===== config.mk =====
export PLATFORM = sky130hd
export DESIGN_NAME = dbg_monitor_top
export DESIGN_NICKNAME = d
export VERILOG_FILES = /design/src/dbg_pkg.sv /design/src/dbg_flag_sampler.sv /design/src/dbg_probe_capture.sv /design/src/dbg_apb_regs.sv /design/src/dbg_monitor_top.sv
export VERILOG_INCLUDE_DIRS = /design/src
export SDC_FILE = /design/constraint.sdc
export NUM_CORES = 1
export LEC_CHECK = 0
export ABC_AREA = 0
export CAP_MARGIN = 5
export CORE_AREA = 2 2 119 121
export CTS_CLUSTER_DIAMETER = 120
export DETAILED_ROUTE_END_ITERATION = 7
export DIE_AREA = 0 0 121 123
export DONT_BUFFER_PORTS = 1
export HOLD_SLACK_MARGIN = 0.1
export PLACE_DENSITY = 0.71
export SETUP_SLACK_MARGIN = 0.15
export SLEW_MARGIN = 25
export SYNTH_ARGS = -nofsm -noshare
export SYNTH_HDL_FRONTEND = slang
export SYNTH_SLANG_ARGS = --single-unit

===== constraint.sdc =====
create_clock -name clk -period 4 [get_ports clk]
set_input_delay 0.6 -clock clk [delete_from_list [all_inputs] [get_ports clk]]
set_output_delay 0.6 -clock clk [all_outputs]
set_load 0.05 [all_outputs]

===== src/dbg_macros.svh =====
`ifndef DBG_MACROS_SVH
`define DBG_MACROS_SVH

// ==============================
// Widths
// ==============================
`define DBG_SPPE_LANES   16
`define DBG_SPPE_W       12
`define DBG_LANE_SEL_W   4
`define DBG_WH_ADDR_W    14
`define DBG_FEAT_ADDR_W  16
`define DBG_CNT_W        48
`define DBG_APB_ADDR_W   8
`define DBG_APB_DATA_W   32
`define DBG_STAT_W       10

`define DBG_FEAT_LIMIT   16'd43328     // First out-of-range feature address
`define DBG_NUM_SPARSE   32'd12
`define DBG_ID           32'd14192503

// ==============================
// Register map
// ==============================
`define DBG_REG_ID       8'h00
`define DBG_REG_CONFIG   8'h04
`define DBG_REG_STATUS   8'h08
`define DBG_REG_CNT_LO   8'h0C
`define DBG_REG_CNT_HI   8'h10
`define DBG_REG_CAP_CFG  8'h14
`define DBG_REG_CAP_A    8'h18
`define DBG_REG_CAP_B    8'h1C

// STATUS bits, MSB first as the handshake order
`define DBG_ST_SPMM_VLD  7
`define DBG_ST_SPMM_RDY  6
`define DBG_ST_DMVM_VLD  5
`define DBG_ST_DMVM_RDY  4
`define DBG_ST_SM_VLD    3
`define DBG_ST_SM_RDY    2
`define DBG_ST_AGGR_VLD  1
`define DBG_ST_AGGR_RDY  0
`define DBG_ST_FEAT_WR   8
`define DBG_ST_FEAT_OVF  9

`endif


===== src/dbg_pkg.sv =====
`default_nettype none

`include "dbg_macros.svh"

package dbg_pkg;

  // ==============================
  // Bus types
  // ==============================
  typedef logic [`DBG_APB_DATA_W-1:0] apb_word_t;

  // ==============================
  // Capture configuration
  // ==============================
  typedef struct packed {
    logic [`DBG_WH_ADDR_W-1:0]  addr_a;    // Match address, slot A
    logic [`DBG_WH_ADDR_W-1:0]  addr_b;    // Match address, slot B
    logic [`DBG_LANE_SEL_W-1:0] lane_sel;  // PE lane to latch
  } cap_fields_t;

  // Same word as written over APB and as seen by the capture unit
  typedef union packed {
    apb_word_t   raw;
    cap_fields_t fields;
  } dbg_cap_cfg_u;

endpackage

`default_nettype wire


===== src/dbg_flag_sampler.sv =====
`timescale 1ns/1ps
`default_nettype none

`include "dbg_macros.svh"

module dbg_flag_sampler (
  input  logic                        clk,
  input  logic                        rst_n,
  input  logic                        spmm_vld_i,
  input  logic                        spmm_rdy_i,
  input  logic                        dmvm_vld_i,
  input  logic                        dmvm_rdy_i,
  input  logic                        sm_vld_i,
  input  logic                        sm_rdy_i,
  input  logic                        aggr_vld_i,
  input  logic                        aggr_rdy_i,
  input  logic                        feat_ena_i,
  input  logic [`DBG_FEAT_ADDR_W-1:0] feat_addr_i,
  input  logic [`DBG_STAT_W-1:0]      flag_clr_i,
  output logic [`DBG_STAT_W-1:0]      flags_o
);

  logic [`DBG_STAT_W-1:0] flag_set;
  logic [`DBG_STAT_W-1:0] keep_mask;
  logic [`DBG_STAT_W-1:0] flags_q;
  logic                   feat_ovf;

  assign feat_ovf = feat_ena_i && (feat_addr_i >= `DBG_FEAT_LIMIT);

  // ==============================
  // Set events
  // ==============================
  always_comb begin
    flag_set                   = '0;
    flag_set[`DBG_ST_SPMM_VLD] = spmm_vld_i;
    flag_set[`DBG_ST_SPMM_RDY] = spmm_rdy_i;
    flag_set[`DBG_ST_DMVM_VLD] = dmvm_vld_i;
    flag_set[`DBG_ST_DMVM_RDY] = dmvm_rdy_i;
    flag_set[`DBG_ST_SM_VLD]   = sm_vld_i;
    flag_set[`DBG_ST_SM_RDY]   = sm_rdy_i;
    flag_set[`DBG_ST_AGGR_VLD] = aggr_vld_i;
    flag_set[`DBG_ST_AGGR_RDY] = aggr_rdy_i;
    flag_set[`DBG_ST_FEAT_WR]  = feat_ena_i;
    flag_set[`DBG_ST_FEAT_OVF] = feat_ovf;
  end

  assign keep_mask = flags_q & ~flag_clr_i;  // W1C mask

  always_ff @(posedge clk or negedge rst_n) begin
    if (!rst_n) begin
      flags_q <= '0;
    end else begin
      flags_q <= flag_set | keep_mask;  // Set beats clear
    end
  end

  assign flags_o = flags_q;

  // A held flag only drops when software clears it
  a_sticky: assert property (@(posedge clk) disable iff (!rst_n)
    (($past(flags_q) & ~$past(flag_clr_i) & ~flags_q) == '0));

endmodule

`default_nettype wire


===== src/dbg_probe_capture.sv =====
`timescale 1ns/1ps
`default_nettype none

`include "dbg_macros.svh"

module dbg_probe_capture (
  input  logic                                         clk,
  input  logic                                         rst_n,
  input  logic                                         sm_vld_i,
  input  logic                                         spmm_rdy_i,
  input  logic [`DBG_WH_ADDR_W-1:0]                    wh_addr_i,
  input  logic [`DBG_SPPE_LANES-1:0][`DBG_SPPE_W-1:0] sppe_i,
  input  logic                                         cnt_clr_i,
  input  dbg_pkg::dbg_cap_cfg_u                        cap_cfg_i,
  output logic [`DBG_CNT_W-1:0]                        sm_count_o,
  output logic [`DBG_SPPE_W-1:0]                       cap_a_o,
  output logic [`DBG_SPPE_W-1:0]                       cap_b_o
);

  // ==============================
  // Softmax activity counter
  // ==============================
  logic [`DBG_CNT_W-1:0] cnt_q;

  always_ff @(posedge clk or negedge rst_n) begin
    if (!rst_n) begin
      cnt_q <= '0;
    end else if (cnt_clr_i) begin
      cnt_q <= '0;  // Clear wins over a count
    end else if (sm_vld_i) begin
      cnt_q <= cnt_q + 1'b1;
    end
  end

  assign sm_count_o = cnt_q;

  // ==============================
  // Lane capture slots
  // ==============================
  logic [1:0][`DBG_WH_ADDR_W-1:0] match_addr;  // Index 0 is slot A
  logic [1:0][`DBG_SPPE_W-1:0]    cap_q;
  logic [1:0]                     hit;
  logic [`DBG_SPPE_W-1:0]         lane_val;

  assign match_addr[0] = cap_cfg_i.fields.addr_a;
  assign match_addr[1] = cap_cfg_i.fields.addr_b;
  assign lane_val      = sppe_i[cap_cfg_i.fields.lane_sel];

  always_comb begin
    for (int s = 0; s < 2; s++) begin
      hit[s] = spmm_rdy_i && (wh_addr_i == match_addr[s]);
    end
  end

  // Both slots may load in one cycle when A equals B
  always_ff @(posedge clk or negedge rst_n) begin
    if (!rst_n) begin
      cap_q <= '0;
    end else begin
      for (int s = 0; s < 2; s++) begin
        if (hit[s]) begin
          cap_q[s] <= lane_val;
        end
      end
    end
  end

  assign cap_a_o = cap_q[0];
  assign cap_b_o = cap_q[1];

  // Counter only moves up between clears
  a_cnt_mono: assert property (@(posedge clk) disable iff (!rst_n)
    !cnt_clr_i |=> (cnt_q >= $past(cnt_q)));

  // Lane field must name a defined PE lane
  a_lane_rng: assert property (@(posedge clk) disable iff (!rst_n)
    !$isunknown(cap_cfg_i.fields.lane_sel));

endmodule

`default_nettype wire


===== src/dbg_apb_regs.sv =====
`timescale 1ns/1ps
`default_nettype none

`include "dbg_macros.svh"

module dbg_apb_regs (
  input  logic                       clk,
  input  logic                       rst_n,
  input  logic                       psel_i,
  input  logic                       penable_i,
  input  logic                       pwrite_i,
  input  logic [`DBG_APB_ADDR_W-1:0] paddr_i,
  input  dbg_pkg::apb_word_t         pwdata_i,
  output dbg_pkg::apb_word_t         prdata_o,
  output logic                       pready_o,
  output logic                       pslverr_o,
  input  logic [`DBG_STAT_W-1:0]     flags_i,
  input  logic [`DBG_CNT_W-1:0]      sm_count_i,
  input  logic [`DBG_SPPE_W-1:0]     cap_a_i,
  input  logic [`DBG_SPPE_W-1:0]     cap_b_i,
  output logic [`DBG_STAT_W-1:0]     flag_clr_o,
  output logic                       cnt_clr_o,
  output dbg_pkg::dbg_cap_cfg_u      cap_cfg_o
);

  import dbg_pkg::*;

  logic         access;
  logic         wr_en;
  logic         addr_hit;
  logic         wr_ok;
  apb_word_t    rdata;
  dbg_cap_cfg_u cap_cfg_q;

  assign access = psel_i && penable_i;  // Access phase

  // ==============================
  // Address decode and read mux
  // ==============================
  always_comb begin
    rdata    = '0;
    addr_hit = 1'b1;
    wr_ok    = 1'b0;
    case (paddr_i)
      `DBG_REG_ID:     rdata = `DBG_ID;
      `DBG_REG_CONFIG: rdata = `DBG_NUM_SPARSE;
      `DBG_REG_STATUS: begin
        rdata = apb_word_t'(flags_i);
        wr_ok = 1'b1;
      end
      `DBG_REG_CNT_LO: begin
        rdata = sm_count_i[`DBG_APB_DATA_W-1:0];
        wr_ok = 1'b1;  // Any write clears the counter
      end
      `DBG_REG_CNT_HI: rdata = apb_word_t'(sm_count_i[`DBG_CNT_W-1:`DBG_APB_DATA_W]);
      `DBG_REG_CAP_CFG: begin
        rdata = cap_cfg_q.raw;
        wr_ok = 1'b1;
      end
      `DBG_REG_CAP_A:  rdata = apb_word_t'(cap_a_i);
      `DBG_REG_CAP_B:  rdata = apb_word_t'(cap_b_i);
      default:         addr_hit = 1'b0;
    endcase
  end

  assign pslverr_o = access && (!addr_hit || (pwrite_i && !wr_ok));
  assign wr_en     = access && pwrite_i && wr_ok;
  assign prdata_o  = rdata;
  assign pready_o  = 1'b1;  // No wait states

  // ==============================
  // Writes and clear pulses
  // ==============================
  always_ff @(posedge clk or negedge rst_n) begin
    if (!rst_n) begin
      cap_cfg_q <= '0;
    end else if (wr_en && (paddr_i == `DBG_REG_CAP_CFG)) begin
      cap_cfg_q.raw <= pwdata_i;
    end
  end

  assign flag_clr_o = (wr_en && (paddr_i == `DBG_REG_STATUS)) ?
                      pwdata_i[`DBG_STAT_W-1:0] : '0;
  assign cnt_clr_o  = wr_en && (paddr_i == `DBG_REG_CNT_LO);
  assign cap_cfg_o  = cap_cfg_q;

  // Access phase always follows a setup phase of the same transfer
  a_apb_seq: assert property (@(posedge clk) disable iff (!rst_n)
    penable_i |-> (psel_i && $past(psel_i && !penable_i)));

endmodule

`default_nettype wire


===== src/dbg_monitor_top.sv =====
`timescale 1ns/1ps
`default_nettype none

`include "dbg_macros.svh"

module dbg_monitor_top (
  input  logic                                         clk,
  input  logic                                         rst_n,
  input  logic                                         spmm_vld_i,
  input  logic                                         spmm_rdy_i,
  input  logic                                         dmvm_vld_i,
  input  logic                                         dmvm_rdy_i,
  input  logic                                         sm_vld_i,
  input  logic                                         sm_rdy_i,
  input  logic                                         aggr_vld_i,
  input  logic                                         aggr_rdy_i,
  input  logic                                         feat_ena_i,
  input  logic [`DBG_FEAT_ADDR_W-1:0]                  feat_addr_i,
  input  logic [`DBG_WH_ADDR_W-1:0]                    wh_addr_i,
  input  logic [`DBG_SPPE_LANES-1:0][`DBG_SPPE_W-1:0] sppe_i,
  input  logic                                         psel_i,
  input  logic                                         penable_i,
  input  logic                                         pwrite_i,
  input  logic [`DBG_APB_ADDR_W-1:0]                   paddr_i,
  input  dbg_pkg::apb_word_t                           pwdata_i,
  output dbg_pkg::apb_word_t                           prdata_o,
  output logic                                         pready_o,
  output logic                                         pslverr_o
);

  import dbg_pkg::*;

  logic [`DBG_STAT_W-1:0]  flags;
  logic [`DBG_STAT_W-1:0]  flag_clr;
  logic                    cnt_clr;
  dbg_cap_cfg_u            cap_cfg;
  logic [`DBG_CNT_W-1:0]   sm_count;
  logic [`DBG_SPPE_W-1:0]  cap_a;
  logic [`DBG_SPPE_W-1:0]  cap_b;

  // ==============================
  // Input side
  // ==============================
  dbg_flag_sampler u_sampler (
    .clk         (clk),
    .rst_n       (rst_n),
    .spmm_vld_i  (spmm_vld_i),
    .spmm_rdy_i  (spmm_rdy_i),
    .dmvm_vld_i  (dmvm_vld_i),
    .dmvm_rdy_i  (dmvm_rdy_i),
    .sm_vld_i    (sm_vld_i),
    .sm_rdy_i    (sm_rdy_i),
    .aggr_vld_i  (aggr_vld_i),
    .aggr_rdy_i  (aggr_rdy_i),
    .feat_ena_i  (feat_ena_i),
    .feat_addr_i (feat_addr_i),
    .flag_clr_i  (flag_clr),
    .flags_o     (flags)
  );

  dbg_probe_capture u_capture (
    .clk        (clk),
    .rst_n      (rst_n),
    .sm_vld_i   (sm_vld_i),
    .spmm_rdy_i (spmm_rdy_i),
    .wh_addr_i  (wh_addr_i),
    .sppe_i     (sppe_i),
    .cnt_clr_i  (cnt_clr),
    .cap_cfg_i  (cap_cfg),
    .sm_count_o (sm_count),
    .cap_a_o    (cap_a),
    .cap_b_o    (cap_b)
  );

  // ==============================
  // Software view
  // ==============================
  dbg_apb_regs u_regs (
    .clk        (clk),
    .rst_n      (rst_n),
    .psel_i     (psel_i),
    .penable_i  (penable_i),
    .pwrite_i   (pwrite_i),
    .paddr_i    (paddr_i),
    .pwdata_i   (pwdata_i),
    .prdata_o   (prdata_o),
    .pready_o   (pready_o),
    .pslverr_o  (pslverr_o),
    .flags_i    (flags),
    .sm_count_i (sm_count),
    .cap_a_i    (cap_a),
    .cap_b_i    (cap_b),
    .flag_clr_o (flag_clr),
    .cnt_clr_o  (cnt_clr),
    .cap_cfg_o  (cap_cfg)
  );

endmodule

`default_nettype wire


==> impl_metrics.csv <==
group,metric,value,unit
worst_setup_path,end_kind,"output port",
synthesis,yosysUniqueCellTypes,47,
worst_setup_path,reg2reg_depth,5,
route,dr.pass1.iters,5,
cts,clock_path_buffers,2,
worst_hold_path,hp-class,"in2async",
timing,post-route-min-period,2957,ps
pwr,worst_ir_drop_vdd,0.3070,mV
synthesis,syn_nets,996,
finish,drive_gt1_frac,0.2422,
synthesis,synthFlopType,"dfrtp_1",
worst_setup_path,cp-startpoint,"u_regs.cap_cfg_o[0]$_DFFE_PN0P_",
worst_setup_path,crit_chain,"a21oi_1 > a211oi_1 > a221o_1",
worst_setup_path,arrival,2360,ps
synthesis,yosysWarnings,0,
worst_setup_path,worstSetupStartpointType,"flip-flop",
route,antenna_left,0,
die,core_area,13610,sq um
synthesis,yosysSeqAreaShare,0.3783,
place,post_dp_cell_area,7871,sq um
synthesis,synthTopCellsByCount,"114 x dfrtp_1, 74 x nand2_1, 67 x nor2_1",
timing,setup_slack,1043,ps
pwr,p_per_area,358.7,nW/um^2
timing,holdWs,96.04,ps
timing,period_share,0.7393,
finish,multi_input_area,4472,sq um
global_routing,grt_pass1_wl,38910,um
worst_setup_path,path_max_fanout,43,
run,cap_violations,0,
synthesis,async_reset_ff_frac,1.000,
finish,seqCellArea,2858,sq um
cts,cts_resized,0,
route,drt-total-wl,26910,um
synthesis,syn_area,7541,sq um
worst_setup_path,reg2reg_from,"u_regs.cap_cfg_o[0]$_DFFE_PN0P_",
die,die_h,123,um
global_routing,first_global_vias,6178,
worst_setup_path,crit_required,3400,ps
timing,finClkSkew,7.177,ps
timing,tightestPinTransition,1062,ps
synthesis,ys_seq_elements,114,
global_routing,grt_overflow_total,0,
cts,clock_latency,430,ps
worst_setup_path,reg2reg_to,"u_capture.cap_a_o[11]$_DFFE_PN0P_",
place,port_buffers,0,
synthesis,yosys.area.top_type,"dfrtp_1",
route,drt-initial-drc-count,851,
synthesis,synth_area_per_cell,10.49,sq um
cts,cts_sinks,114,
global_routing,grt_max_degree,115,
die,boundaryPins,310,
finish,nFillCells,1080,
timing,maxSlewViolCount,0,
place,dpl.hpwl,20970,um
pwr,leakage,3.474,nW
finish,syn2layout_area_growth,13.17,%
synthesis,synth_area_leaders,"dfrtp_1 38%, mux4_2 16%, mux2_2 5.5%",
synthesis,synth_most_common_cell,"dfrtp_1",
die,start_util,0.5540,
finish,final_nets,1003,
worst_setup_path,critPathMaxStageDelay,940,ps
cts,ctsHtreeMaxLevel,4,
cts,cts_root_buffer,"clkbuf_16",
route,drc,0,
cts,cts_tree,"yes",
timing,relSlewSlack,0.2907,
route,routed-via-count,6513,
synthesis,synth_edf_count,0,
timing,tns,0,ps
synthesis,synth_top_area_frac,0.3783,
synthesis,synth_cells,719,
cts,numCtsBuffers,17,
pwr,p_total,0.003062,W
worst_setup_path,crit_type,"reg2out",
place,pre_cts_slack,1265,ps
timing,rsz0062_at_grt,"false",
route,routedWlPerCell,28.72,um
timing,setup_viol_count_final,0,
worst_setup_path,reg2reg_slack,1560,ps
finish,final_area,8534,sq um
die,rows,43,
timing,max_freq,0.3382,GHz
die,dieArea,14880,sq um
cts,clkSlewWorstSetupHoldPaths,60,ps
worst_setup_path,critPathSlowestCell,"dfrtp_4",
route,vias_per_cell,6.951,
global_routing,antenna_found_initial,18,
status,status,"finished, final reports clean",
global_routing,track_usage,0.3685,
die,die_x,121,um
place,gp_congestion,1.150,
timing,finalHoldViolations,0,
power breakdown:
part	switching (W)	internal, W	total, W
Combinational	0.000144	0.000143	0.000287
Sequential	0.0000683	0.00119	0.00126
Clock	0.000629	0.000885	0.00151
Total	0.000842	0.00222	0.00306
through the flow:
step / utilization / cells
after floorplan: - / 719
after global placement: 0.5783 / 886
after detailed placement: 0.5783 / 886
after CTS: 0.6235 / 919
after global routing: 0.6239 / 920
final: 0.6270 / 937
cells in the final DEF, fill, tap and decap left out, types with 5 or more instances in the layout:
cell	count
nand2_1	74
mux2_2	37
diode_2	18
inv_6	6
and3_1	7
xor2_1	29
a22oi_1	8
a21oi_1	27
a22o_1	40
nor2b_1	5
a221o_1	7
nor2_1	67
or4_1	6
a21o_1	11
a211oi_1	6
dfrtp_1	112
nor3_1	5
nand4_1	22
inv_1	7
o21ai_0	35
or3_1	8
xnor2_1	36
mux2i_1	5
clkbuf_16	17
nand3_1	22
buf_4	39
mux4_2	53
state kept, by name (all words and copies together) (netlist names):
register / cells
u_capture.cap_b_o: 12
u_capture.cap_a_o: 12
u_sampler.flags_o: 10
u_regs.cap_cfg_o: 32
u_capture.sm_count_o: 48
critical path, delay by kind of cell (launching register included):
family	cells	cell delay [ps]
AOI/OAI and AO/OA	3	990
DFF	1	940
what timing repair did:
item | in CTS | in global routing
buffers inserted | 0 | 0
hold buffers | 1 | 0
hold endpoints to repair | 114 | 0
routing by layer:
| layer | up-vias | routed length, um | track usage |
|---|---|---|---|
| li1 | 2728 | - | - |
| met1 | 3254 | 10780 | 0.5071 |
| met2 | 466 | 12110 | 0.5449 |
| met3 | 55 | 3549 | 0.1619 |
| met4 | 10 | 420 | 0.07922 |
| met5 | - | 51 | 0 |
cell type report:
class | instances | area share
diodes | 18 | 0.005278
clock buffers | 17 | 0.04985
clock inverters | 15 | 0.01906
inverters | 7 | 0.003079
multi-input cells | 546 | 0.5240
flip-flops and latches | 114 | 0.3348
well taps | 180 | 0.02639
repair buffers | 40 | 0.03753
worst max-delay path by stage:
| stage | to | depth (start not counted) | slack (ps) |
|---|---|---|---|
| after CTS | prdata_o[0] | 3 | 1020 |
| final | prdata_o[0] | 3 | 1040 |
| after floorplan | prdata_o[3] | 6 | 690 |
| after global routing | prdata_o[0] | 3 | 890 |
| after global placement | prdata_o[0] | 6 | 1280 |
| after detailed placement | prdata_o[0] | 6 | 1260 |
cells by family (layout without fill, tap and decap cells):
family / count (synthesis) / after routing / synth area share
compound gates: 145 / 145 / 0.1321
mux: 96 / 96 / 0.2217
fa+ha+maj: 1 / 1 / 0.001659
other cells: 1 / 19 / 0.0004973
buf+inv: 59 / 79 / 0.03219
flops: 114 / 114 / 0.3783
simple gates: 238 / 238 / 0.1581
xor+xnor: 65 / 65 / 0.07549
Note: power is estimated with default switching activity, not from simulation.
